[src/source/caCfg.svh]
// ----------------------------
// Screen geometry and VGA timing macros
// Small 64x48 mode by default, 640x480 values in the comments
// ----------------------------
`ifndef CA_CFG_SVH
`define CA_CFG_SVH

// Horizontal timing in clock cycles
`define H_ACTIVE 64                  // 640 for full VGA
`define H_FRONT  4                   // 16
`define H_SYNC   8                   // 96
`define H_BACK   4                   // 48

// Vertical timing in lines
`define V_ACTIVE 48                  // 480 for full VGA
`define V_FRONT  2                   // 10
`define V_SYNC   2                   // 2
`define V_BACK   2                   // 33

// Seed cell of generation 0
`define SEED_COLUMN (`H_ACTIVE / 2)  // Horizontal centre

`endif

[src/source/caPkg.sv]
// ----------------------------
// Shared types for the cellular automaton display
// Coordinates, rule, generator state, colour
// ----------------------------
`default_nettype none

package caPkg;

   typedef logic [9:0] xCoord_t;      // Column, up to 800 clocks per line
   typedef logic [8:0] yCoord_t;      // Row inside the visible area

   // Bit k is the new cell for neighbourhood {left, centre, right} == k
   typedef logic [7:0] ruleNumber_t;

   typedef enum logic [1:0] {
      genIdle   = 2'd0,               // Waiting for start
      genClear  = 2'd1,               // Zeroing the frame memory
      genEvolve = 2'd2,               // Computing the next row
      genWrite  = 2'd3                // Writing the row out
   } genState_t;

   typedef logic [9:0] color_t;       // One DAC channel

endpackage

`default_nettype wire

[src/source/vgaScanIf.sv]
// ----------------------------
// Scan position and raw timing flags
// ----------------------------
`timescale 1ns/1ps
`default_nettype none

interface vgaScanIf;
   import caPkg::*;

   xCoord_t x;                        // Current column
   yCoord_t y;                        // Current line
   logic    active;                   // Inside visible area
   logic    hSync;                    // High inside the sync pulse
   logic    vSync;
   logic    vBlank;                   // Lines below the visible area

   modport source (output x, output y, output active,
                   output hSync, output vSync, output vBlank);
   modport sink   (input x, input y, input active,
                   input hSync, input vSync, input vBlank);
endinterface

`default_nettype wire

[src/source/videoOut.sv]
// ----------------------------
// Sync and blank alignment, white-on-black colour
// ----------------------------
`timescale 1ns/1ps
`default_nettype none

module videoOut (
   input  logic          VGA_CTRL_CLK,
   input  logic          reset,
   vgaScanIf.sink        scan,
   input  logic          pixelBit,
   output caPkg::color_t VGA_R,
   output caPkg::color_t VGA_G,
   output caPkg::color_t VGA_B,
   output logic          VGA_HS,
   output logic          VGA_VS,
   output logic          VGA_BLANK
);
   import caPkg::*;

   logic [1:0] hSyncDly;               // Two stages, matches memory plus output reg
   logic [1:0] vSyncDly;
   logic [1:0] activeDly;
   logic       pixelQ;                 // Memory bit, one stage
   color_t     pixelColor;

   always_ff @(posedge VGA_CTRL_CLK) begin
      if (reset) begin
         hSyncDly  <= '0;
         vSyncDly  <= '0;
         activeDly <= '0;
      end else begin
         hSyncDly  <= {hSyncDly[0], scan.hSync};
         vSyncDly  <= {vSyncDly[0], scan.vSync};
         activeDly <= {activeDly[0], scan.active};
      end
   end

   always_ff @(posedge VGA_CTRL_CLK) begin
      pixelQ <= pixelBit;
   end

   // Black outside active video, live cell is full white
   assign pixelColor = activeDly[1] ? {$bits(color_t){pixelQ}} : '0;

   assign VGA_R     = pixelColor;
   assign VGA_G     = pixelColor;
   assign VGA_B     = pixelColor;
   assign VGA_HS    = ~hSyncDly[1];     // Active low
   assign VGA_VS    = ~vSyncDly[1];
   assign VGA_BLANK = activeDly[1];     // High on visible pixels

endmodule

`default_nettype wire
[src/flat_wrapper.sv]
// flat-port wrapper written by rule: the top's interface ports become plain ports
module videoOut_flat import caPkg::*;
  (VGA_CTRL_CLK, reset, pixelBit, VGA_R, VGA_G, VGA_B, VGA_HS, VGA_VS, VGA_BLANK, scan_x, scan_y, scan_active, scan_hSync, scan_vSync, scan_vBlank);
  vgaScanIf scan_i ();
  input  logic VGA_CTRL_CLK;
  input  logic reset;
  input  logic pixelBit;
  output caPkg::color_t VGA_R;
  output caPkg::color_t VGA_G;
  output caPkg::color_t VGA_B;
  output logic VGA_HS;
  output logic VGA_VS;
  output logic VGA_BLANK;
  input wire logic [$bits(scan_i.x)-1:0] scan_x;
  input wire logic [$bits(scan_i.y)-1:0] scan_y;
  input wire logic [$bits(scan_i.active)-1:0] scan_active;
  input wire logic [$bits(scan_i.hSync)-1:0] scan_hSync;
  input wire logic [$bits(scan_i.vSync)-1:0] scan_vSync;
  input wire logic [$bits(scan_i.vBlank)-1:0] scan_vBlank;
  assign scan_i.x = scan_x;
  assign scan_i.y = scan_y;
  assign scan_i.active = scan_active;
  assign scan_i.hSync = scan_hSync;
  assign scan_i.vSync = scan_vSync;
  assign scan_i.vBlank = scan_vBlank;
  videoOut u_core (.VGA_CTRL_CLK(VGA_CTRL_CLK), .reset(reset), .scan(scan_i), .pixelBit(pixelBit), .VGA_R(VGA_R), .VGA_G(VGA_G), .VGA_B(VGA_B), .VGA_HS(VGA_HS), .VGA_VS(VGA_VS), .VGA_BLANK(VGA_BLANK));
endmodule
[config.mk]
export PLATFORM = sky130hd
export DESIGN_NAME = videoOut_flat
export DESIGN_NICKNAME = d
export VERILOG_FILES = /design/src/source/caCfg.svh /design/src/source/caPkg.sv /design/src/source/vgaScanIf.sv /design/src/source/videoOut.sv /design/src/flat_wrapper.sv
export SDC_FILE = /design/constraint.sdc
export NUM_CORES = 1
export LEC_CHECK = 0
export BUFFER_PORTS_ARGS = -buffer_cell sky130_fd_sc_hd__buf_2
export CORE_AREA = 10 10 47 49
export CTS_BUF_LIST = sky130_fd_sc_hd__clkbuf_8
export CTS_CLUSTER_SIZE = 25
export DETAILED_ROUTE_END_ITERATION = 16
export DIE_AREA = 0 0 57 59
export PLACE_DENSITY = 0.79
export SLEW_MARGIN = 5
export SYNTH_ARGS = -nofsm -noshare
export SYNTH_HDL_FRONTEND = slang
export SYNTH_SLANG_ARGS = --single-unit
[constraint.sdc]
create_clock -name VGA_CTRL_CLK -period 2.9 [get_ports VGA_CTRL_CLK]
set_input_delay 0.145 -clock VGA_CTRL_CLK [delete_from_list [all_inputs] [get_ports VGA_CTRL_CLK]]
set_output_delay 0.145 -clock VGA_CTRL_CLK [all_outputs]
set_load 0.005 [all_outputs]
# --- Yosys cells after proc, flatten, opt, wreduce, memory -nomap -nowiden ---
# Cells that the tools add are included.
op_classes:
  n_div: 0
  bitwise: 2
  n_shift: 0
  multipliers: 0
  n_reduce_logical: 0
  n_eq_ne: 0
  order_cmp: 0
  add_sub_neg: 0
  n_mux: 1
ops:
  columns: ["op", "n"]
  rows:
  - ["$mux 10", 1]
  - ["$not 1->1", 2]
totals:
  memories: 0
  out_inout_bits: 33
  romBits: 0
  ff_bits: 7
  latch_bits: 0
  elab_cells: 7
  mem_bits_rw: 0

# --- Logic depth before layout (Yosys ltp) ---
logic_depth:
  word_depth: 1
  depth_mapped: 2
  mapped_depth_nobuf: 1

# --- Worst setup path after synthesis ---
# Ideal clock, no wire load.
synth_path:
  path_kind: "register to output"
  startpoint: "reg u_core.activeDly[1]"
  endpoint: "out VGA_B[1]"
  path_buffers: 1
  arrival_time_ps: 1155
  slack_ps: 1600
  path_stages_with_launch: 3
  path_cell_list: "dfxtp_1 > and2_1 > buf_4"
synth_between:
  elab_chain_cells: 1
synth_rtl:
  columns: ["item", "line_no", "text"]
  rows:
  - ["start, declared", "videoOut.sv:23", "logic [1:0] activeDly;"]
  - ["start signal, assigned", "videoOut.sv:35", "activeDly <= {activeDly[0], scan.active};"]
  - ["$mux 10", "videoOut.sv:44", "assign pixelColor = activeDly[1] ? {$bits(color_t){pixelQ}} : '0;"]
  - ["end, declared", "flat_wrapper.sv:10", "output caPkg::color_t VGA_B;"]
# Every way passes these cells.

# --- Worst setup path in the final report ---
layout_path:
  startpoint: "reg u_core.activeDly[1]"
  endpoint: "out VGA_R[8]"
layout_between:
  elab_chain_cells: 1
layout_rtl:
  columns: ["item", "line_no", "text"]
  rows:
  - ["$mux 10", "videoOut.sv:44", null]
  - ["end, declared", "flat_wrapper.sv:8", "output caPkg::color_t VGA_R;"]
# Every way passes these cells.

==> impl_metrics.csv <==
group,metric,value,unit
logic_synthesis,synth_seq_cells,7,
critical_path,worst_setup_path_end_kind,"output pin",
layout,drive_gt1_share,70.7,%
placed_design,placedCellCount,70,
logic_synthesis,synth.avg_cell_area,9.09,um2
timing,fin_skew,0.0000861,ns
timing,period_share,50.2,%
clock_network,clk_path_buf_depth,2,
critical_path,worstSetupPathType,"reg -> out",
clock_network,cts.sinks,7,
timing,rsz0062_at_grt,"no",
timing,whs,0.0241,ns
timing,hold_violations,0,
critical_path,arrival,1.31,ns
global_route,antenna_found_initial,0,
die,die_w,57,um
logic_synthesis,ys.flop_type,"dfxtp_1",
global_route,globalRouteTotalUtil,4.96,%
flow_run,drv_cap,0,
placed_design,place.gp.congestion,0.586,
logic_synthesis,syn_nets,71,
clock_network,cts_tree,"done",
clock_network,postCtsSetupBuffers,0,
die,rows,14,
critical_path,critPathLaunchType,"register",
placed_design,post_dp_cell_area,402,um2
logic_synthesis,synthesis.area,409,um2
detailed_routing,wl_per_cell,11.5,um
logic_synthesis,yosys_warnings,0,
critical_path,rr_endpoint,"u_core.hSyncDly[1]",
min_path,min-delay-start,"pixelBit",
detailed_routing,vias,282,
placed_design,io_buffers,38,
critical_path,r2r_start,"u_core.hSyncDly[0]",
power_and_ir_drop,p_leak,0.296,nW
die,pin_count,59,
detailed_routing,drt_iter0_markers,0,
timing,tns,0,ns
global_route,grt_pass1_vias,287,
logic_synthesis,yosysSeqAreaShare,34.3,%
clock_network,cts-root-buf,"clkbuf_8",
timing,fin_crit,1.45,ns
power_and_ir_drop,power,0.000256,W
logic_synthesis,synth.distinct_cells,5,
critical_path,crit_required,2.76,ns
layout,ff_latch_area,140,um2
global_route,grt_pass1_wl,1.24,mm
clock_network,cts.clk_slew.worst_paths,0.04,ns
die,fp.coreArea,1400,um2
clock_network,cts_repair_resize_count,0,
clock_network,numCtsBuffers,3,
timing,max_freq,687,MHz
layout,fillers,159,
timing,finalMaxSlewViolations,0,
detailed_routing,drcViolationCount,0,
layout,multi_input_area,43.8,um2
detailed_routing,drt.antenna.violating_nets,0,
timing,slew_headroom,57.3,%
min_path,hp-class,"in -> reg",
detailed_routing,viasPerCell,3.81,
power_and_ir_drop,ir_drop,380,uV
critical_path,rr_worst_depth,1,
clock_network,clk_latency,0.22,ns
logic_synthesis,synthCells,45,
detailed_routing,drt_wl_total,849,um
detailed_routing,drtPass1Iterations,1,
die,die_h,59,um
power_and_ir_drop,powerDensity,573,nW/um2
logic_synthesis,yosysMostFrequentCell,"buf_4",
die,die_area,3360,um2
logic_synthesis,async_flop_share,0,%
global_route,overflow,0,
critical_path,path_max_fanout,30,
layout,area_growth,9.17,%
outcome,status,"finished clean",
critical_path,rrSetupSlack,2.39,ns
logic_synthesis,ys_top_cells_by_count,"buf_4 (29), dfxtp_1 (7), nor2b_1 (6)",
layout,diodes,0,
logic_synthesis,synth_edf_count,0,
global_route,grt_start_max_net_pins,31,
layout,layout.cells.non_filler,74,
min_path,holdPathStages,1,
layout,fin_nets,85,
logic_synthesis,synth_top_area_share,53.2,%
logic_synthesis,synth.top_cells.by_area,"buf_4 (53%), dfxtp_1 (34%), nor2b_1 (9.2%)",
layout,layout.cell_area.non_filler,447,um2
clock_network,cts_max_level,1,
logic_synthesis,yosys.area.top_type,"buf_4",
die,start_util,29.2,%
timing,setup_violations,0,
min_path,hold_path_end,"u_core.pixelQ",
timing,tightest_slew,0.641,ns
clock_network,holdBufCountCts,0,
==> area by class of cell <==
cell class                 count  share of cell area [%]
multi-input combinational      7                    9.80
sequential                     7                    31.4
clock buffer                   3                    9.24
clock inverter                 1                   0.840
tap                           16                    4.48
timing repair buffer          38                    42.6
inverter                       2                    1.68
==> cells in the final DEF, fill, tap and decap left out <==
cell,n
buf_2,38
dfxtp_1,7
nor2b_1,6
inv_1,3
clkbuf_8,3
and2_1,1
==> worst max path at each step <==
stage	startpoint	to	slack, ns	cells past startpoint
2_1_floorplan	u_core.activeDly[1]	VGA_B[1]	1.60	2
3_3_place_gp	u_core.activeDly[1]	VGA_B[2]	1.69	2
3_5_place_dp	u_core.activeDly[1]	VGA_G[6]	1.63	2
4_1_cts	u_core.activeDly[1]	VGA_G[6]	1.39	2
5_1_grt	u_core.activeDly[1]	VGA_R[0]	1.29	2
6_report	u_core.activeDly[1]	VGA_R[8]	1.45	2
==> kinds of logic after synthesis <==
logic type | synth area share, %
buf+inv | 55.0
flops | 34.2
simple gates | 10.7
==> flip-flops by register name, indices dropped and copies added, names as in the netlist <==
name	count
u_core.activeDly	2
u_core.hSyncDly	2
u_core.vSyncDly	2
u_core.pixelQ	1
==> where the power goes <==
part / internal (W) / leakage [nW] / switching, W
clock network: 0.0000912 / 0.0269 / 0.0000391
logic: 0.0000124 / 0.211 / 0.0000109
registers: 0.000101 / 0.0581 / 0.000000921
total: 0.000205 / 0.296 / 0.0000508
==> through the flow <==
step	util [%]	worst slack [ns]
detailed placement	28.7	1.63
global route	31.9	1.29
floorplan	-	1.60
CTS	31.9	1.39
finish	31.9	1.45
global placement	28.7	1.69
==> per-layer routing <==
| layer | global-route usage, % | vias to the layer above | routed length (um) |
|---|---|---|---|
| li1 | - | 129 | - |
| met4 | 7.05 | 0 | 39 |
| met2 | 7.60 | 40 | 334 |
| met3 | 5.58 | 4 | 256 |
| met5 | 0 | - | 0 |
| met1 | 2.18 | 109 | 218 |
==> worst max-delay path, cell delays in order, from the launching register on <==
cell and delay [ns]:
dfxtp_1 0.31, and2_1 0.54, buf_2 0.23
Note: power is estimated with default switching activity, not from simulation.
