===== src/source/caCfg.svh =====
// ----------------------------
// Screen geometry and VGA timing macros
// Small 64x48 mode by default, 640x480 values in the comments
// ----------------------------
`ifndef CA_CFG_SVH
`define CA_CFG_SVH

// Horizontal timing in clock cycles
`define H_ACTIVE 64                  // 640 for full VGA
`define H_FRONT  4                   // 16
`define H_SYNC   8                   // 96
`define H_BACK   4                   // 48

// Vertical timing in lines
`define V_ACTIVE 48                  // 480 for full VGA
`define V_FRONT  2                   // 10
`define V_SYNC   2                   // 2
`define V_BACK   2                   // 33

// Seed cell of generation 0
`define SEED_COLUMN (`H_ACTIVE / 2)  // Horizontal centre

`endif


===== src/source/caPkg.sv =====
// ----------------------------
// Shared types for the cellular automaton display
// Coordinates, rule, generator state, colour
// ----------------------------
`default_nettype none

package caPkg;

   typedef logic [9:0] xCoord_t;      // Column, up to 800 clocks per line
   typedef logic [8:0] yCoord_t;      // Row inside the visible area

   // Bit k is the new cell for neighbourhood {left, centre, right} == k
   typedef logic [7:0] ruleNumber_t;

   typedef enum logic [1:0] {
      genIdle   = 2'd0,               // Waiting for start
      genClear  = 2'd1,               // Zeroing the frame memory
      genEvolve = 2'd2,               // Computing the next row
      genWrite  = 2'd3                // Writing the row out
   } genState_t;

   typedef logic [9:0] color_t;       // One DAC channel

endpackage

`default_nettype wire


===== src/source/pixelWriteIf.sv =====
// ----------------------------
// Single pixel write with valid/ready
// ----------------------------
`timescale 1ns/1ps
`default_nettype none

interface pixelWriteIf;
   import caPkg::*;

   logic    valid;                    // Writer has a pixel
   logic    ready;                    // Store takes it this edge
   xCoord_t x;
   yCoord_t y;
   logic    value;                    // Cell state, 1 is live

   modport writer (output valid, output x, output y, output value, input ready);
   modport store  (input valid, input x, input y, input value, output ready);
endinterface

`default_nettype wire


===== src/source/caGenerator.sv =====
// ----------------------------
// Automaton generator FSM
// Rule sampling, screen clear, row evolution
// Pixel writes over valid/ready
// ----------------------------
`timescale 1ns/1ps
`default_nettype none
`include "caCfg.svh"

module caGenerator (
   input  logic               VGA_CTRL_CLK,
   input  logic               reset,
   input  logic               start,
   input  caPkg::ruleNumber_t ruleNumber,
   output logic               done,
   pixelWriteIf.writer        pix
);
   import caPkg::*;

   localparam int colBits = $clog2(`H_ACTIVE);
   localparam logic [`H_ACTIVE-1:0] seedRow =
      {{(`H_ACTIVE-1){1'b0}}, 1'b1} << `SEED_COLUMN;

   genState_t            state;
   ruleNumber_t          heldRule;      // Sampled at start
   logic [`H_ACTIVE-1:0] currentGen;    // Row being written
   logic [`H_ACTIVE-1:0] evolvedRow;
   logic [`H_ACTIVE-1:0] nextRow;
   logic [`H_ACTIVE+1:0] paddedGen;     // Dead cell on each side
   yCoord_t              rowCount;
   xCoord_t              nextX;
   logic                 accepted;
   logic                 lastCol;

   assign accepted  = pix.valid && pix.ready;
   assign lastCol   = (pix.x == xCoord_t'(`H_ACTIVE - 1));
   assign nextX     = pix.x + 1'b1;
   assign paddedGen = {1'b0, currentGen, 1'b0};

   // ----------------------------
   // Whole next row in one cycle
   // ----------------------------
   always_comb begin
      for (int i = 0; i < `H_ACTIVE; i++) begin
         // Left is column i-1, which lands in paddedGen[i]
         evolvedRow[i] = heldRule[{paddedGen[i], paddedGen[i+1], paddedGen[i+2]}];
      end
   end

   assign nextRow = (rowCount == '0) ? seedRow : evolvedRow;  // Row 0 is the seed

   // ----------------------------
   // Sequencer
   // ----------------------------
   always_ff @(posedge VGA_CTRL_CLK) begin
      if (reset) begin
         state     <= genIdle;
         done      <= 1'b0;
         pix.valid <= 1'b0;
         rowCount  <= '0;
      end else begin
         case (state)
            genIdle: begin
               if (start) begin
                  heldRule  <= ruleNumber;
                  done      <= 1'b0;
                  pix.x     <= '0;
                  pix.y     <= '0;
                  pix.value <= 1'b0;               // Clear writes black
                  pix.valid <= 1'b1;
                  state     <= genClear;
               end
            end
            genClear: begin
               if (accepted) begin
                  if (!lastCol) begin
                     pix.x <= nextX;
                  end else if (pix.y != yCoord_t'(`V_ACTIVE - 1)) begin
                     pix.x <= '0;
                     pix.y <= pix.y + 1'b1;
                  end else begin
                     pix.valid <= 1'b0;            // Screen is black
                     rowCount  <= '0;
                     state     <= genEvolve;
                  end
               end
            end
            genEvolve: begin
               currentGen <= nextRow;
               pix.x      <= '0;
               pix.y      <= rowCount;
               pix.value  <= nextRow[0];           // First cell of new row
               pix.valid  <= 1'b1;
               state      <= genWrite;
            end
            genWrite: begin
               if (accepted) begin
                  if (!lastCol) begin
                     pix.x     <= nextX;
                     pix.value <= currentGen[nextX[colBits-1:0]];
                  end else begin
                     pix.valid <= 1'b0;
                     if (rowCount == yCoord_t'(`V_ACTIVE - 1)) begin
                        done  <= 1'b1;             // Last row landed
                        state <= genIdle;
                     end else begin
                        rowCount <= rowCount + 1'b1;
                        state    <= genEvolve;
                     end
                  end
               end
            end
            default: state <= genIdle;
         endcase
      end
   end

endmodule

`default_nettype wire


===== src/flat_wrapper.sv =====
// flat-port wrapper written by rule: the top's interface ports become plain ports
module caGenerator_flat import caPkg::*;
  (VGA_CTRL_CLK, reset, start, ruleNumber, done, pix_valid, pix_x, pix_y, pix_value, pix_ready);
  pixelWriteIf pix_i ();
  input  logic VGA_CTRL_CLK;
  input  logic reset;
  input  logic start;
  input  caPkg::ruleNumber_t ruleNumber;
  output logic done;
  output wire logic [$bits(pix_i.valid)-1:0] pix_valid;
  output wire logic [$bits(pix_i.x)-1:0] pix_x;
  output wire logic [$bits(pix_i.y)-1:0] pix_y;
  output wire logic [$bits(pix_i.value)-1:0] pix_value;
  input wire logic [$bits(pix_i.ready)-1:0] pix_ready;
  assign pix_valid = pix_i.valid;
  assign pix_x = pix_i.x;
  assign pix_y = pix_i.y;
  assign pix_value = pix_i.value;
  assign pix_i.ready = pix_ready;
  caGenerator u_core (.VGA_CTRL_CLK(VGA_CTRL_CLK), .reset(reset), .start(start), .ruleNumber(ruleNumber), .done(done), .pix(pix_i));
endmodule

===== config.mk =====
export PLATFORM = sky130hd
export DESIGN_NAME = caGenerator_flat
export DESIGN_NICKNAME = d
export VERILOG_FILES = /design/src/source/caPkg.sv /design/src/source/pixelWriteIf.sv /design/src/source/caGenerator.sv /design/src/flat_wrapper.sv
export VERILOG_INCLUDE_DIRS = /design/src /design/src/source
export SDC_FILE = /design/constraint.sdc
export NUM_CORES = 1
export LEC_CHECK = 0
export BUFFER_PORTS_ARGS = -buffer_cell sky130_fd_sc_hd__buf_2
export CORE_ASPECT_RATIO = 0.6
export CORE_MARGIN = 2
export CORE_UTILIZATION = 45
export CTS_CLUSTER_SIZE = 20
export DETAILED_ROUTE_END_ITERATION = 12
export PLACE_DENSITY = 0.67
export SETUP_SLACK_MARGIN = 0.05
export SYNTH_ARGS = -nofsm -noshare
export SYNTH_HDL_FRONTEND = slang
export SYNTH_SLANG_ARGS = --single-unit

===== constraint.sdc =====
create_clock -name VGA_CTRL_CLK -period 4.8 [get_ports VGA_CTRL_CLK]
set_input_delay 0.96 -clock VGA_CTRL_CLK [delete_from_list [all_inputs] [get_ports VGA_CTRL_CLK]]
set_output_delay 0.96 -clock VGA_CTRL_CLK [all_outputs]
set_load 0.02 [all_outputs]

* Yosys cells after proc, flatten, opt, wreduce, memory -nomap -nowiden *
Cells that the tools add are included.

storage, ports and cells
  bits in registers = 105
  output and inout bits = 22
  bits of input ports = 12
  word-level logic and storage cells = 284

operators by class
  $add $sub $neg = 3
  equality and inequality tests = 17
  muxes and demuxes = 173
  reduce and logical (&&, ||, !) cells = 15
  bitwise gates (word level) = 1
  order comparisons = 65

operators by type and width
  operator                                                                      count
  3-bit by 4-bit less-than comparator with 1-bit output, second input constant  63
  1-bit binary-select mux with 3-bit select                                     62
  9-bit 2-to-1 mux                                                              10
  1-bit 2-to-1 mux                                                              78
  10-bit 2-to-1 mux                                                             6
  10-bit case mux with 4 select lines                                           1
  9-bit case mux with 3 select lines                                            1
  9-bit by 1-bit adder with 9-bit output, second input constant                 2
  9-bit case mux with 2 select lines                                            1
  6-bit AND reduction                                                           3
  2-bit 2-to-1 mux                                                              7
  2-bit by 1-bit inequality test with 1-bit output, second input constant       6
  10-bit by 1-bit adder with 10-bit output, second input constant               1
  10-bit by 6-bit == test with 1-bit output, second input constant              1
  5-bit AND reduction                                                           2
  9-bit by 6-bit == test with 1-bit output, second input constant               1
  9-bit zero test                                                               1
  9-bit by 6-bit inequality test with 1-bit output, second input constant       1
  2-bit inequality test, second input constant                                  4
  2-bit case mux with 4 select lines                                            1
  6-bit by 7-bit less-than comparator with 1-bit output, second input constant  1
  7-bit AND reduction                                                           1
  1-bit binary-select mux with 6-bit select                                     1
  3-bit nonzero test                                                            2
  other kinds (14)                                                              17

* Depth between registers and ports, before layout *
  depth in word-level cells = 6
  mapped depth = 8
  gate-level depth less buffers = 7

* Worst setup path before layout *
OpenSTA, ideal clock, no wires.

  path kind = input to register
  start point = input reset
  end point = register u_core.currentGen[0], enable pin
  buffers on the path = 1
  setup time = 493 ps
  arrival time = 3987 ps
  data required time = 4307 ps
  slack = 320 ps
  stages = 2
  cells stage by stage = clkbuf_1 nor2b_1

on the way
  longest elaborated chain between the ends = 2

ends and longest elaborated chain
  what                           line               text
  from (decl)                    flat_wrapper.sv:6  input logic reset;
  1-bit inverter (no line)       --
  2-bit AND reduction (no line)  --
  to (signal assigned)           caGenerator.sv:89  currentGen <= nextRow;
  to (decl)                      caGenerator.sv:26  logic [`H_ACTIVE-1:0] currentGen;

Every way passes these cells.
A chain may end at the register's enable or synchronous reset.

* Worst setup path after layout *
  start point = register u_core.pix.x[0]
  end point = register u_core.pix.value (data pin)

on the way
  longest elaborated chain between the ends = 6

ends and longest elaborated chain
  what                                       line                text
  from (decl)                                pixelWriteIf.sv:16  modport writer (output valid, output x, output y, output value, input ready);
  from (signal assigned)                     caGenerator.sv:77   pix.x <= nextX;
  from (signal assigned)                     caGenerator.sv:99   pix.x <= nextX;
  10-bit by 1-bit adder with 10-bit output   caGenerator.sv:37   assign nextX = pix.x + 1'b1;
  1-bit binary-select mux with 6-bit select  caGenerator.sv:100  pix.value <= currentGen[nextX[colBits-1:0]];
  1-bit 2-to-1 mux (not written as such)     caGenerator.sv:100
  1-bit 2-to-1 mux                           caGenerator.sv:98   if (!lastCol) begin
  1-bit 2-to-1 mux                           caGenerator.sv:97   if (accepted) begin
  1-bit case mux with 3 select lines         caGenerator.sv:62   case (state)
  to (signal assigned)                       caGenerator.sv:92   pix.value <= nextRow[0];
  to (signal assigned)                       caGenerator.sv:100
  to (decl)                                  pixelWriteIf.sv:16

Every way passes these cells. The select of a mux whose other input is x is not followed.

==> impl_metrics.env <==
export IMPL_worst_pin_slew_ns=0.902
export IMPL_reg2reg_slack_ns=1.78
export IMPL_overflow=0
export IMPL_io_buffers=33
export IMPL_routed_wl_um=20400
export IMPL_die_w_um=184
export IMPL_ys_warn_count=0
export IMPL_ant_nets=0
export IMPL_fin_setup_tns_ns=0
export IMPL_seq_area_frac_synth=0.344
export IMPL_synth_net_count=710
export IMPL_cts_tree="done"
export IMPL_avgSynthCellArea_um2=12.7
export IMPL_place_inst=871
export IMPL_netlist_instances=690
export IMPL_worstSetupPathType="flop to flop"
export IMPL_cts_resized=0
export IMPL_worstHoldPathType="flop to flop"
export IMPL_globalplace_congestion=0.854
export IMPL_async_flop_share=0
export IMPL_layout_drive_gt1_share=0.348
export IMPL_rsz0062_at_grt="false"
export IMPL_first_global_vias=5643
export IMPL_grt_total_usage=0.206
export IMPL_vdd_drop_max_v=0.000207
export IMPL_grt_pass1_wl_um=33000
export IMPL_end_kind="flop"
export IMPL_dp_hpwl_um=12000
export IMPL_antenna_found_initial=0
export IMPL_synth_cell_types=50
export IMPL_die_area_mm2=0.0207
export IMPL_period_share=0.629
export IMPL_synth_top_area_share=0.364
export IMPL_fin_skew_ns=0.0139
export IMPL_worst_path_max_fanout=21
export IMPL_syn2layout_area_growth_pct=4.60
export IMPL_slew_viol_final=0
export IMPL_drt_initial_drc_count=697
export IMPL_numClockSinks=105
export IMPL_cts_post_setup_buffers_inserted=0
export IMPL_antennaDiodeCount=0
export IMPL_slew_headroom=0.395
export IMPL_vias_per_cell=6.65
export IMPL_maxCapViolations=0
export IMPL_synth_top_area_cell="mux4_2"
export IMPL_post_place_ws_ns=1.75
export IMPL_insertion_delay_ns=0.37
export IMPL_dr_pass1_iters=5
export IMPL_cts_made_buffers=9
export IMPL_synth_edf_count=92
export IMPL_syn_area_mm2=0.00879
export IMPL_p_per_area_mw_per_mm2=375
export IMPL_cts_buffer_depth=2
export IMPL_finalSetupViolCount=0
export IMPL_ios=34
export IMPL_period_needed_ns=3.02
export IMPL_synth_common_cells="mux4_2 (142), clkbuf_1 (119), nor2_1 (93), edfxtp_1 (92), mux2i_1 (62)"
export IMPL_cts_hold_buf=0
export IMPL_cp_arrival_ns=3.16
export IMPL_fillCellCount=1624
export IMPL_grt_max_degree=65
export IMPL_status="complete, no violations"
export IMPL_final_nets=636
export IMPL_die_y_um=112
export IMPL_synth_main_ff_cell="edfxtp_1"
export IMPL_ys_ff_latch=105
export IMPL_leakage_nw=3.07
export IMPL_core_area_mm2=0.0191
export IMPL_synth_most_common_cell="mux4_2"
export IMPL_cp_required_ns=4.94
export IMPL_dr_total_vias=5900
export IMPL_path_clk_slew_ns=0.09
export IMPL_rows=39
export IMPL_htreeDepth=3
export IMPL_fmax_mhz=331
export IMPL_drc=0
export IMPL_final_setup_worst_slack_ns=1.78
export IMPL_start_util=0.461
export IMPL_start_kind="flop"
export IMPL_hold_viol=0
export IMPL_instances_no_fill=887
export IMPL_synth_area_leaders="mux4_2 (36%), edfxtp_1 (31%), mux2i_1 (7.1%)"
export IMPL_root_buffer="clkbuf_16"
export IMPL_wl_per_cell_um=23.0
## through the flow
step	power [mW]	cell area, um^2	util	hold WS [ns]
floorplan	2.33	8790	-	0.501
global placement	2.59	8870	0.465	0.509
detailed placement	2.65	8870	0.465	0.510
CTS	3.46	9200	0.482	0.523
global route	3.61	9200	0.482	0.555
finish	3.44	9200	0.482	0.525
## path summary, 6_finish.rpt
check,startpoint,to,cells past startpoint
max,u_core.pix.x[0],u_core.pix.value,7
min,u_core.pix.valid,u_core.pix.valid,2
max reg2reg,u_core.pix.x[0],u_core.pix.value,7
min reg2reg,u_core.pix.valid,u_core.pix.valid,2
## layout by cell type, fill, tap and decap left out, drive strengths merged, types with 10 or more instances in the layout
cell type / n
mux4: 142
mux2i: 62
nor2b: 16
nor2: 96
buf: 46
nand3: 15
dfxtp: 13
xor2: 16
nand2: 19
inv: 10
clkbuf: 11
edfxtp: 92
## report_power, final
part	leakage [nW]	switching, mW	internal, mW	total (mW)
clock	0.159	0.382	0.426	0.808
sequential	0.974	0.157	1.14	1.29
combinational	1.94	0.714	0.631	1.34
total	3.07	1.25	2.19	3.44
## critical path: stages, from the launching register on
cell and delay, ns:
edfxtp_1 0.37, buf_4 0.26, ha_1 0.91, mux4_2 0.43, a31oi_1 0.21, o211ai_1 0.12, a32o_1 0.26, a31o_2 0.21
## final cells by class
type                       instances  area [um^2]  area share
sequential                       105         3020       0.329
timing repair buffer              46          263      0.0286
clock inverter                     5         46.3     0.00503
clock buffer                      11          275      0.0299
tap                              266          333      0.0362
inverter                           6         22.5     0.00245
multi-input combinational        448         5230       0.569
## flip-flops by register name, summed over array words and instances, names as in the netlist
name,cells
u_core.pix.value,1
u_core.currentGen,64
u_core.heldRule,8
u_core.pix.valid,1
u_core.pix.x,10
u_core.done,1
u_core.state,2
u_core.rowCount,9
u_core.pix.y,9
## kinds of logic (layout without fill, tap and decap cells)
kind of cell             after synthesis  in the layout  share of synthesized area
XOR/XNOR                              25             25                     0.0249
AO/OA/AOI/OAI                         37             37                     0.0327
multiplexers                         204            204                      0.434
AND/OR/NAND/NOR                      174            174                     0.0909
flip-flops                           105            105                      0.344
buffers and inverters                137             68                     0.0619
adder cells (fa/ha/maj)                8              8                     0.0114
## per-layer routing
layer  routed length (um)  track usage  share of wire
met5                    0            0              0
met3                 1530       0.0425          0.075
met4                  144       0.0363         0.0071
met1                 9310        0.323           0.46
met2                 9400        0.301           0.46
(Power assumes the default switching activity.)
