File: src/source/caCfg.svh
// ----------------------------
// Screen geometry and VGA timing macros
// Small 64x48 mode by default, 640x480 values in the comments
// ----------------------------
`ifndef CA_CFG_SVH
`define CA_CFG_SVH

// Horizontal timing in clock cycles
`define H_ACTIVE 64                  // 640 for full VGA
`define H_FRONT  4                   // 16
`define H_SYNC   8                   // 96
`define H_BACK   4                   // 48

// Vertical timing in lines
`define V_ACTIVE 48                  // 480 for full VGA
`define V_FRONT  2                   // 10
`define V_SYNC   2                   // 2
`define V_BACK   2                   // 33

// Seed cell of generation 0
`define SEED_COLUMN (`H_ACTIVE / 2)  // Horizontal centre

`endif

File: src/source/caPkg.sv
// ----------------------------
// Shared types for the cellular automaton display
// Coordinates, rule, generator state, colour
// ----------------------------
`default_nettype none

package caPkg;

   typedef logic [9:0] xCoord_t;      // Column, up to 800 clocks per line
   typedef logic [8:0] yCoord_t;      // Row inside the visible area

   // Bit k is the new cell for neighbourhood {left, centre, right} == k
   typedef logic [7:0] ruleNumber_t;

   typedef enum logic [1:0] {
      genIdle   = 2'd0,               // Waiting for start
      genClear  = 2'd1,               // Zeroing the frame memory
      genEvolve = 2'd2,               // Computing the next row
      genWrite  = 2'd3                // Writing the row out
   } genState_t;

   typedef logic [9:0] color_t;       // One DAC channel

endpackage

`default_nettype wire

File: src/source/vgaScanIf.sv
// ----------------------------
// Scan position and raw timing flags
// ----------------------------
`timescale 1ns/1ps
`default_nettype none

interface vgaScanIf;
   import caPkg::*;

   xCoord_t x;                        // Current column
   yCoord_t y;                        // Current line
   logic    active;                   // Inside visible area
   logic    hSync;                    // High inside the sync pulse
   logic    vSync;
   logic    vBlank;                   // Lines below the visible area

   modport source (output x, output y, output active,
                   output hSync, output vSync, output vBlank);
   modport sink   (input x, input y, input active,
                   input hSync, input vSync, input vBlank);
endinterface

`default_nettype wire

File: src/source/vgaTiming.sv
// ----------------------------
// Horizontal and vertical scan counters
// Registered active, sync and vertical blank flags
// ----------------------------
`timescale 1ns/1ps
`default_nettype none
`include "caCfg.svh"

module vgaTiming (
   input  logic     VGA_CTRL_CLK,
   input  logic     reset,
   vgaScanIf.source scan
);
   import caPkg::*;

   localparam int hTotal     = `H_ACTIVE + `H_FRONT + `H_SYNC + `H_BACK;
   localparam int vTotal     = `V_ACTIVE + `V_FRONT + `V_SYNC + `V_BACK;
   localparam int hSyncStart = `H_ACTIVE + `H_FRONT;
   localparam int vSyncStart = `V_ACTIVE + `V_FRONT;

   xCoord_t    hCount;                // Pixel within line
   xCoord_t    hNext;
   logic [9:0] vCount;                // Line within frame, 525 needs 10 bits
   logic [9:0] vNext;

   // Counter wrap
   always_comb begin
      hNext = hCount + 1'b1;
      vNext = vCount;
      if (hCount == xCoord_t'(hTotal - 1)) begin
         hNext = '0;                                  // End of line
         if (vCount == 10'(vTotal - 1))
            vNext = '0;                               // End of frame
         else
            vNext = vCount + 1'b1;
      end
   end

   // ----------------------------
   // Counters and flags, decoded from next position
   // ----------------------------
   always_ff @(posedge VGA_CTRL_CLK) begin
      if (reset) begin
         hCount      <= '0;
         vCount      <= '0;
         scan.active <= 1'b1;                         // Position 0,0 is visible
         scan.hSync  <= 1'b0;
         scan.vSync  <= 1'b0;
         scan.vBlank <= 1'b0;
      end else begin
         hCount      <= hNext;
         vCount      <= vNext;
         scan.active <= (hNext < `H_ACTIVE) && (vNext < `V_ACTIVE);
         scan.hSync  <= (hNext >= hSyncStart) && (hNext < hSyncStart + `H_SYNC);
         scan.vSync  <= (vNext >= vSyncStart) && (vNext < vSyncStart + `V_SYNC);
         scan.vBlank <= (vNext >= `V_ACTIVE);         // Opens the write gate
      end
   end

   assign scan.x = hCount;
   assign scan.y = vCount[$bits(yCoord_t)-1:0];       // Aliases only in blanking

endmodule

`default_nettype wire

File: src/flat_wrapper.sv
// flat-port wrapper written by rule: the top's interface ports become plain ports
module vgaTiming_flat import caPkg::*;
  (VGA_CTRL_CLK, reset, scan_x, scan_y, scan_active, scan_hSync, scan_vSync, scan_vBlank);
  vgaScanIf scan_i ();
  input  logic VGA_CTRL_CLK;
  input  logic reset;
  output wire logic [$bits(scan_i.x)-1:0] scan_x;
  output wire logic [$bits(scan_i.y)-1:0] scan_y;
  output wire logic [$bits(scan_i.active)-1:0] scan_active;
  output wire logic [$bits(scan_i.hSync)-1:0] scan_hSync;
  output wire logic [$bits(scan_i.vSync)-1:0] scan_vSync;
  output wire logic [$bits(scan_i.vBlank)-1:0] scan_vBlank;
  assign scan_x = scan_i.x;
  assign scan_y = scan_i.y;
  assign scan_active = scan_i.active;
  assign scan_hSync = scan_i.hSync;
  assign scan_vSync = scan_i.vSync;
  assign scan_vBlank = scan_i.vBlank;
  vgaTiming u_core (.VGA_CTRL_CLK(VGA_CTRL_CLK), .reset(reset), .scan(scan_i));
endmodule
File: config.mk
export PLATFORM = sky130hd
export DESIGN_NAME = vgaTiming_flat
export DESIGN_NICKNAME = d
export VERILOG_FILES = /design/src/source/caPkg.sv /design/src/source/vgaScanIf.sv /design/src/source/vgaTiming.sv /design/src/flat_wrapper.sv
export VERILOG_INCLUDE_DIRS = /design/src /design/src/source
export SDC_FILE = /design/constraint.sdc
export NUM_CORES = 1
export LEC_CHECK = 0
export ABC_CLOCK_PERIOD_IN_PS = 2000
export CAP_MARGIN = 5
export CORE_MARGIN = 3
export CORE_UTILIZATION = 62
export CTS_CLUSTER_DIAMETER = 100
export DETAILED_ROUTE_END_ITERATION = 8
export DONT_BUFFER_PORTS = 1
export GPL_TIMING_DRIVEN = 0
export PLACE_DENSITY = 0.81
export SLEW_MARGIN = 15
export SYNTH_ARGS = -nofsm -noshare
export SYNTH_HDL_FRONTEND = slang
export SYNTH_SLANG_ARGS = --single-unit
File: constraint.sdc
create_clock -name VGA_CTRL_CLK -period 2 [get_ports VGA_CTRL_CLK]
set_input_delay 0.6 -clock VGA_CTRL_CLK [delete_from_list [all_inputs] [get_ports VGA_CTRL_CLK]]
set_output_delay 0.6 -clock VGA_CTRL_CLK [all_outputs]
set_load 0.01 [all_outputs]
======== Word level (Yosys, flattened, before mapping) ========
Index checks and enable logic that the tools add are counted.
word-level totals
  flip-flop bits (word level) ............. 24
  input port bits ......................... 2
  logic and storage cells ................. 23
  output and inout bits ................... 23
cells by class
  equal/unequal tests ..................... 2
  multiplexer cells ....................... 3
  reduce and logical (&&, ||, !) cells .... 3
  add/sub/neg operators ................... 2
  order comparisons ....................... 7
operators by type and width
  cell                                                                count
  2-to-1 mux 10 bit                                                   3
  adder 10 x 1 -> 10 bit, second input constant                       2
  greater-or-equal comparator 10 x 6 -> 1 bit, second input constant  2
  less-than comparator 10 x 6 -> 1 bit, second input constant         2
  less-than comparator 10 x 7 -> 1 bit, second input constant         2
  == test 10 x 6 -> 1 bit, second input constant                      1
  == test 10 x 7 -> 1 bit, second input constant                      1
  greater-or-equal comparator 10 x 7 -> 1 bit, second input constant  1
  logical AND 1 bit                                                   3

======== Logic depth before layout (Yosys ltp) ========
  word-level depth ........................ 5
  mapped depth ............................ 7
  mapped depth without buffers ............ 7

======== Least setup slack after synthesis ========
No wires, ideal clock.
  path type ............................... register to register
  start point ............................. register u_core.hCount[0], in the netlist u_core.scan.x[0]
  end point ............................... register u_core.scan.vSync
  arrival time ............................ 1.833 ns
  buffers on the path ..................... 1
  path slack .............................. 0.077 ns
  data required time ...................... 1.910 ns
  stages on the path, launching flop included .. 8
  period minus slack after synthesis ...... 1.923 ns
  setup time .............................. 0.090 ns
  cell sequence ........................... dfxtp_1 > ha_1 > buf_2 > and3_1 > nand4_2 > xor2_1 > o31ai_4 > nor4bb_2
on the way
  word-level cells in the longest chain between the ends .. 4
  elaborated cells on any way between the ends .. 5
  those cells by class .................... order compare: 2; eq/ne: 1; mux: 1; reduce/logical: 1
ends and longest elaborated chain
  item                                                                                                        RTL line         text
  start, declared                                                                                             vgaTiming.sv:21  xCoord_t hCount;
  start signal, assigned                                                                                      vgaTiming.sv:51  hCount <= hNext;
  == test 10 x 7 -> 1 bit (*)                                                                                 vgaTiming.sv:30  if (hCount == xCoord_t'(hTotal - 1)) begin
  2-to-1 mux 10 bit (*)                                                                                       vgaTiming.sv:30
  greater-or-equal comparator 10 x 6 -> 1 bit / less-than comparator 10 x 6 -> 1 bit (equally long branches)  -
  logical AND 1 bit (*)                                                                                       vgaTiming.sv:55  scan.vSync <= (vNext >= vSyncStart) && (vNext < vSyncStart + `V_SYNC);
  end signal, assigned                                                                                        vgaTiming.sv:55
  end, declared                                                                                               vgaScanIf.sv:18  output hSync, output vSync, output vBlank);
Every way passes the cells marked *; elsewhere a longest branch is shown, timed or not.
A chain may end at the register's enable or synchronous reset.

======== Worst setup path in the final report ========
  start point ............................. register u_core.hCount[0], in the netlist u_core.scan.x[0]
  end point ............................... register u_core.scan.active
on the way
  word-level cells in the longest chain between the ends .. 4
  elaborated cells on any way between the ends .. 7
  those cells by class .................... add/sub: 1; order compare: 2; eq/ne: 1; mux: 2; reduce/logical: 1
ends and longest elaborated chain
  item                                                                                                                  RTL line                          text
  adder 10 x 1 -> 10 bit / == test 10 x 7 -> 1 bit (equally long branches)                                              vgaTiming.sv:28, vgaTiming.sv:30
  2-to-1 mux 10 bit                                                                                                     vgaTiming.sv:30
  less-than comparator 10 x 7 -> 1 bit (no source line) / less-than comparator 10 x 6 -> 1 bit (equally long branches)  -
  logical AND 1 bit (*)                                                                                                 vgaTiming.sv:53                   scan.active <= (hNext < `H_ACTIVE) && (vNext < `V_ACTIVE);
  end signal, assigned                                                                                                  vgaTiming.sv:53
  end, declared                                                                                                         vgaScanIf.sv:17                   modport source (output x, output y, output active,
Marks and branches as above.

==> impl_metrics.csv <==
group,metric,value,unit
drt,vias,1176,
drt,post_drt_wl_per_cell,15.8,um
global_routing,grt_pass1_vias,1096,
clock_tree,cts_buffer_depth,2,
sta,max_slew_margin,0.628,
drt,drt_first_pass_iters,4,
global_routing,track_usage,0.241,
drt,drt-initial-drc-count,28,
placed_design,post-dp-hpwl,2.18,mm
power_and_ir_drop,peakVddDrop,0.375,mV
synthesis,yosys_warnings,0,
power_and_ir_drop,pwr_density_cell,486,nW/um2
critical_path,worst-setup-path-type,"reg -> reg",
synthesis,netlist_area,1440,um2
sta,fmax,512,MHz
placed_design,pre_cts_slack,-0.228,ns
sta,finalSetupViolations,0,
synthesis,syn_inst,161,
synthesis,synth_flop_cell,"dfxtp_1",
finish,multi_input_area,903,um2
sta,rsz0062_at_grt,"true",
floorplanning,die_w,54.1,um
sta,hold_violations,0,
synthesis,synth_most_common_cell,"dfxtp_1",
critical_path,critical_path.endpoint,"u_core.scan.active",
placed_design,place_inst,188,
placed_design,numPortBuffers,0,
power_and_ir_drop,p_sw,182,uW
synthesis,synth_edf_count,0,
placed_design,postPlaceCellArea,1470,um2
power_and_ir_drop,p_int,604,uW
clock_tree,insertion_delay,0.32,ns
clock_tree,cts-root-buf,"clkbuf_4",
synthesis,ys_top_cells_by_count,"dfxtp_1, nor2_1, buf_4",
finish,n_antenna_cell,0,
sta,min_period_over_period,0.977,
drt,final_antenna_net_count,0,
clock_tree,cts_tree,"built",
critical_path,rr_worst_depth,7,
drt,drc,0,
synthesis,ys_seq_area_frac,0.335,
clock_tree,cts-hold-fix-buffers,0,
floorplanning,fp.coreArea,2080,um2
global_routing,grt.overflow.total,0,
sta,period_minus_slack,1.95,ns
clock_tree,cts.htree.levels,1,
synthesis,yosysUniqueCellTypes,48,
floorplanning,rows,16,
global_routing,grt_max_degree,14,
drt,viasPerCell,6.06,
power_and_ir_drop,swShare,0.231,
floorplanning,die_height,54.1,um
synthesis,async_reset_ff_frac,0,
run_status,status,"finished clean",
finish,synthToLayoutAreaGrowth,12.6,%
sta,tightestPinTransition,0.557,ns
clock_tree,cts-buffers-inserted,3,
synthesis,postSynthAreaPerCell,8.91,um2
finish,ff_latch_area,500,um2
clock_tree,clkTransAtPathRegs,0.13,ns
sta,slew_violations,0,
critical_path,end_kind,"flip-flop",
critical_path,crit_start,"u_core.scan.x[0]",
floorplanning,ios,25,
critical_path,critPathMaxFanout,8,
sta,setup_slack,0.0455,ns
critical_path,cp-start-kind,"flip-flop",
sta,fin_skew,0.000854,ns
synthesis,synth_top_area_frac,0.335,
finish,fillers,147,
finish,postLayoutCellArea,1620,um2
power_and_ir_drop,p_comb_frac,0.043,
critical_path,timing.rr.end,"u_core.scan.active",
synthesis,syn_nets,167,
global_routing,grt_pass1_wl,5.11,mm
clock_tree,cts.sinks,24,
critical_path,arrival,2.19,ns
drt,wirelength,3.07,mm
finish,nets,174,
synthesis,yosysTopAreaCell,"dfxtp_1",
floorplanning,die-area,2930,um2
critical_path,ff2ff_setup_slack,0.05,ns
synthesis,synthTopCellsByArea,"dfxtp_1, buf_4, nor2_1",
finish,fin_cells,194,
flow_run,cap_violations,0,
sta,finalSetupTns,0,ns
power_and_ir_drop,power_leakage,0.550,nW
global_routing,antenna_found_initial,0,
power_and_ir_drop,sequentialPowerShare,0.623,
critical_path,r2r-start,"u_core.scan.x[0]",
synthesis,synth-seq-cells,24,
power_and_ir_drop,p_clk_frac,0.335,
critical_path,cp.required,2.24,ns
worst_hold_path,hp-class,"reg -> reg",
finish,drive_gt1_frac,0.311,
floorplanning,initial_core_util,0.689,
placed_design,gp_congestion,0.854,
logic make-up after synthesis:
family	count (synthesis)	synth area share
buf+inv	20	0.0863
fa+ha+maj	4	0.0349
xor+xnor	11	0.0671
compound gates	26	0.134
flops	24	0.335
mux	1	0.00697
simple gates	75	0.336
worst min-delay path by stage:
stage          cells past startpoint             start                to
2_1_floorplan                      2  u_core.vCount[9]  u_core.vCount[9]
3_3_place_gp                       2  u_core.vCount[9]  u_core.vCount[9]
3_5_place_dp                       2  u_core.vCount[9]  u_core.vCount[9]
4_1_cts                            1  u_core.scan.x[0]  u_core.scan.x[0]
5_1_grt                            1  u_core.scan.x[0]  u_core.scan.x[0]
6_report                           1  u_core.scan.x[0]  u_core.scan.x[0]
critical path, cell delays in order, from the launching register on:
cell and delay, ns:
dfxtp_4 0.41, ha_1 0.15, buf_4 0.15, and3_4 0.24, nand4_1 0.15, nor4_2 0.39, a21oi_4 0.07, o41ai_2 0.30
area by class of cell:
cell class / count / share of cell area
inverter: 4 / 0.00930
clock buffer: 4 / 0.0225
multi-input combinational: 117 / 0.559
tap: 27 / 0.0209
buffer: 16 / 0.0689
timing repair buffer: 2 / 0.00930
sequential: 24 / 0.310
power groups by stage:
stage | sequential [mW] | clock (mW) | combinational, mW
6_report | 0.489 | 0.263 | 0.0335
5_1_grt | 0.490 | 0.286 | 0.0376
4_1_cts | 0.491 | 0.262 | 0.0325
3_5_place_dp | 0.502 | 0 | 0.0306
3_3_place_gp | 0.501 | 0 | 0.0297
2_1_floorplan | 0.501 | 0 | 0.0243
flip-flops by register name (all words and copies together), names as in the netlist:
register            flops
u_core.scan.vBlank      1
u_core.scan.active      1
u_core.scan.vSync       1
u_core.scan.x          10
u_core.scan.hSync       1
u_core.vCount          10
stage by stage:
stage	total power, mW	utilization	hold slack, ns
finish	0.785	0.776	0.496
global route	0.814	0.776	0.511
CTS	0.786	0.756	0.498
detailed placement	0.533	0.706	0.518
global placement	0.531	0.706	0.490
floorplan	0.525	-	0.471
layer usage:
metal	wire length (um)	global-route usage	up-vias
li1	-	-	582
met1	1360	0.319	550
met4	24	0.0498	0
met3	213	0.0554	4
met5	0	0	-
met2	1480	0.399	40
timing repair:
action | 4_1_cts | 5_1_grt
buffers inserted | 1 | 1
pin swaps | 1 | 3
resized for setup | 17 | 9
endpoints found under the setup margin | 3 | 3
placed cells by master (no fill, tap or decap), drive strengths merged:
cell type / instances
a211oi: 1
a21oi: 10
a31oi: 2
a41oi: 1
and2: 2
and3: 5
and4: 2
buf: 17
clkbuf: 5
dfxtp: 24
ha: 4
inv: 4
mux2i: 1
nand2: 9
nand2b: 1
nand3: 8
nand3b: 1
nand4: 7
nor2: 17
nor2b: 1
nor3: 7
nor3b: 1
nor4: 3
nor4b: 1
nor4bb: 2
o21a: 2
o21ai: 6
o22a: 1
o31ai: 2
o41ai: 1
or2: 1
or3: 6
or3b: 1
xnor2: 5
xor2: 6
No activity file was read; power rests on OpenSTA's default activity.
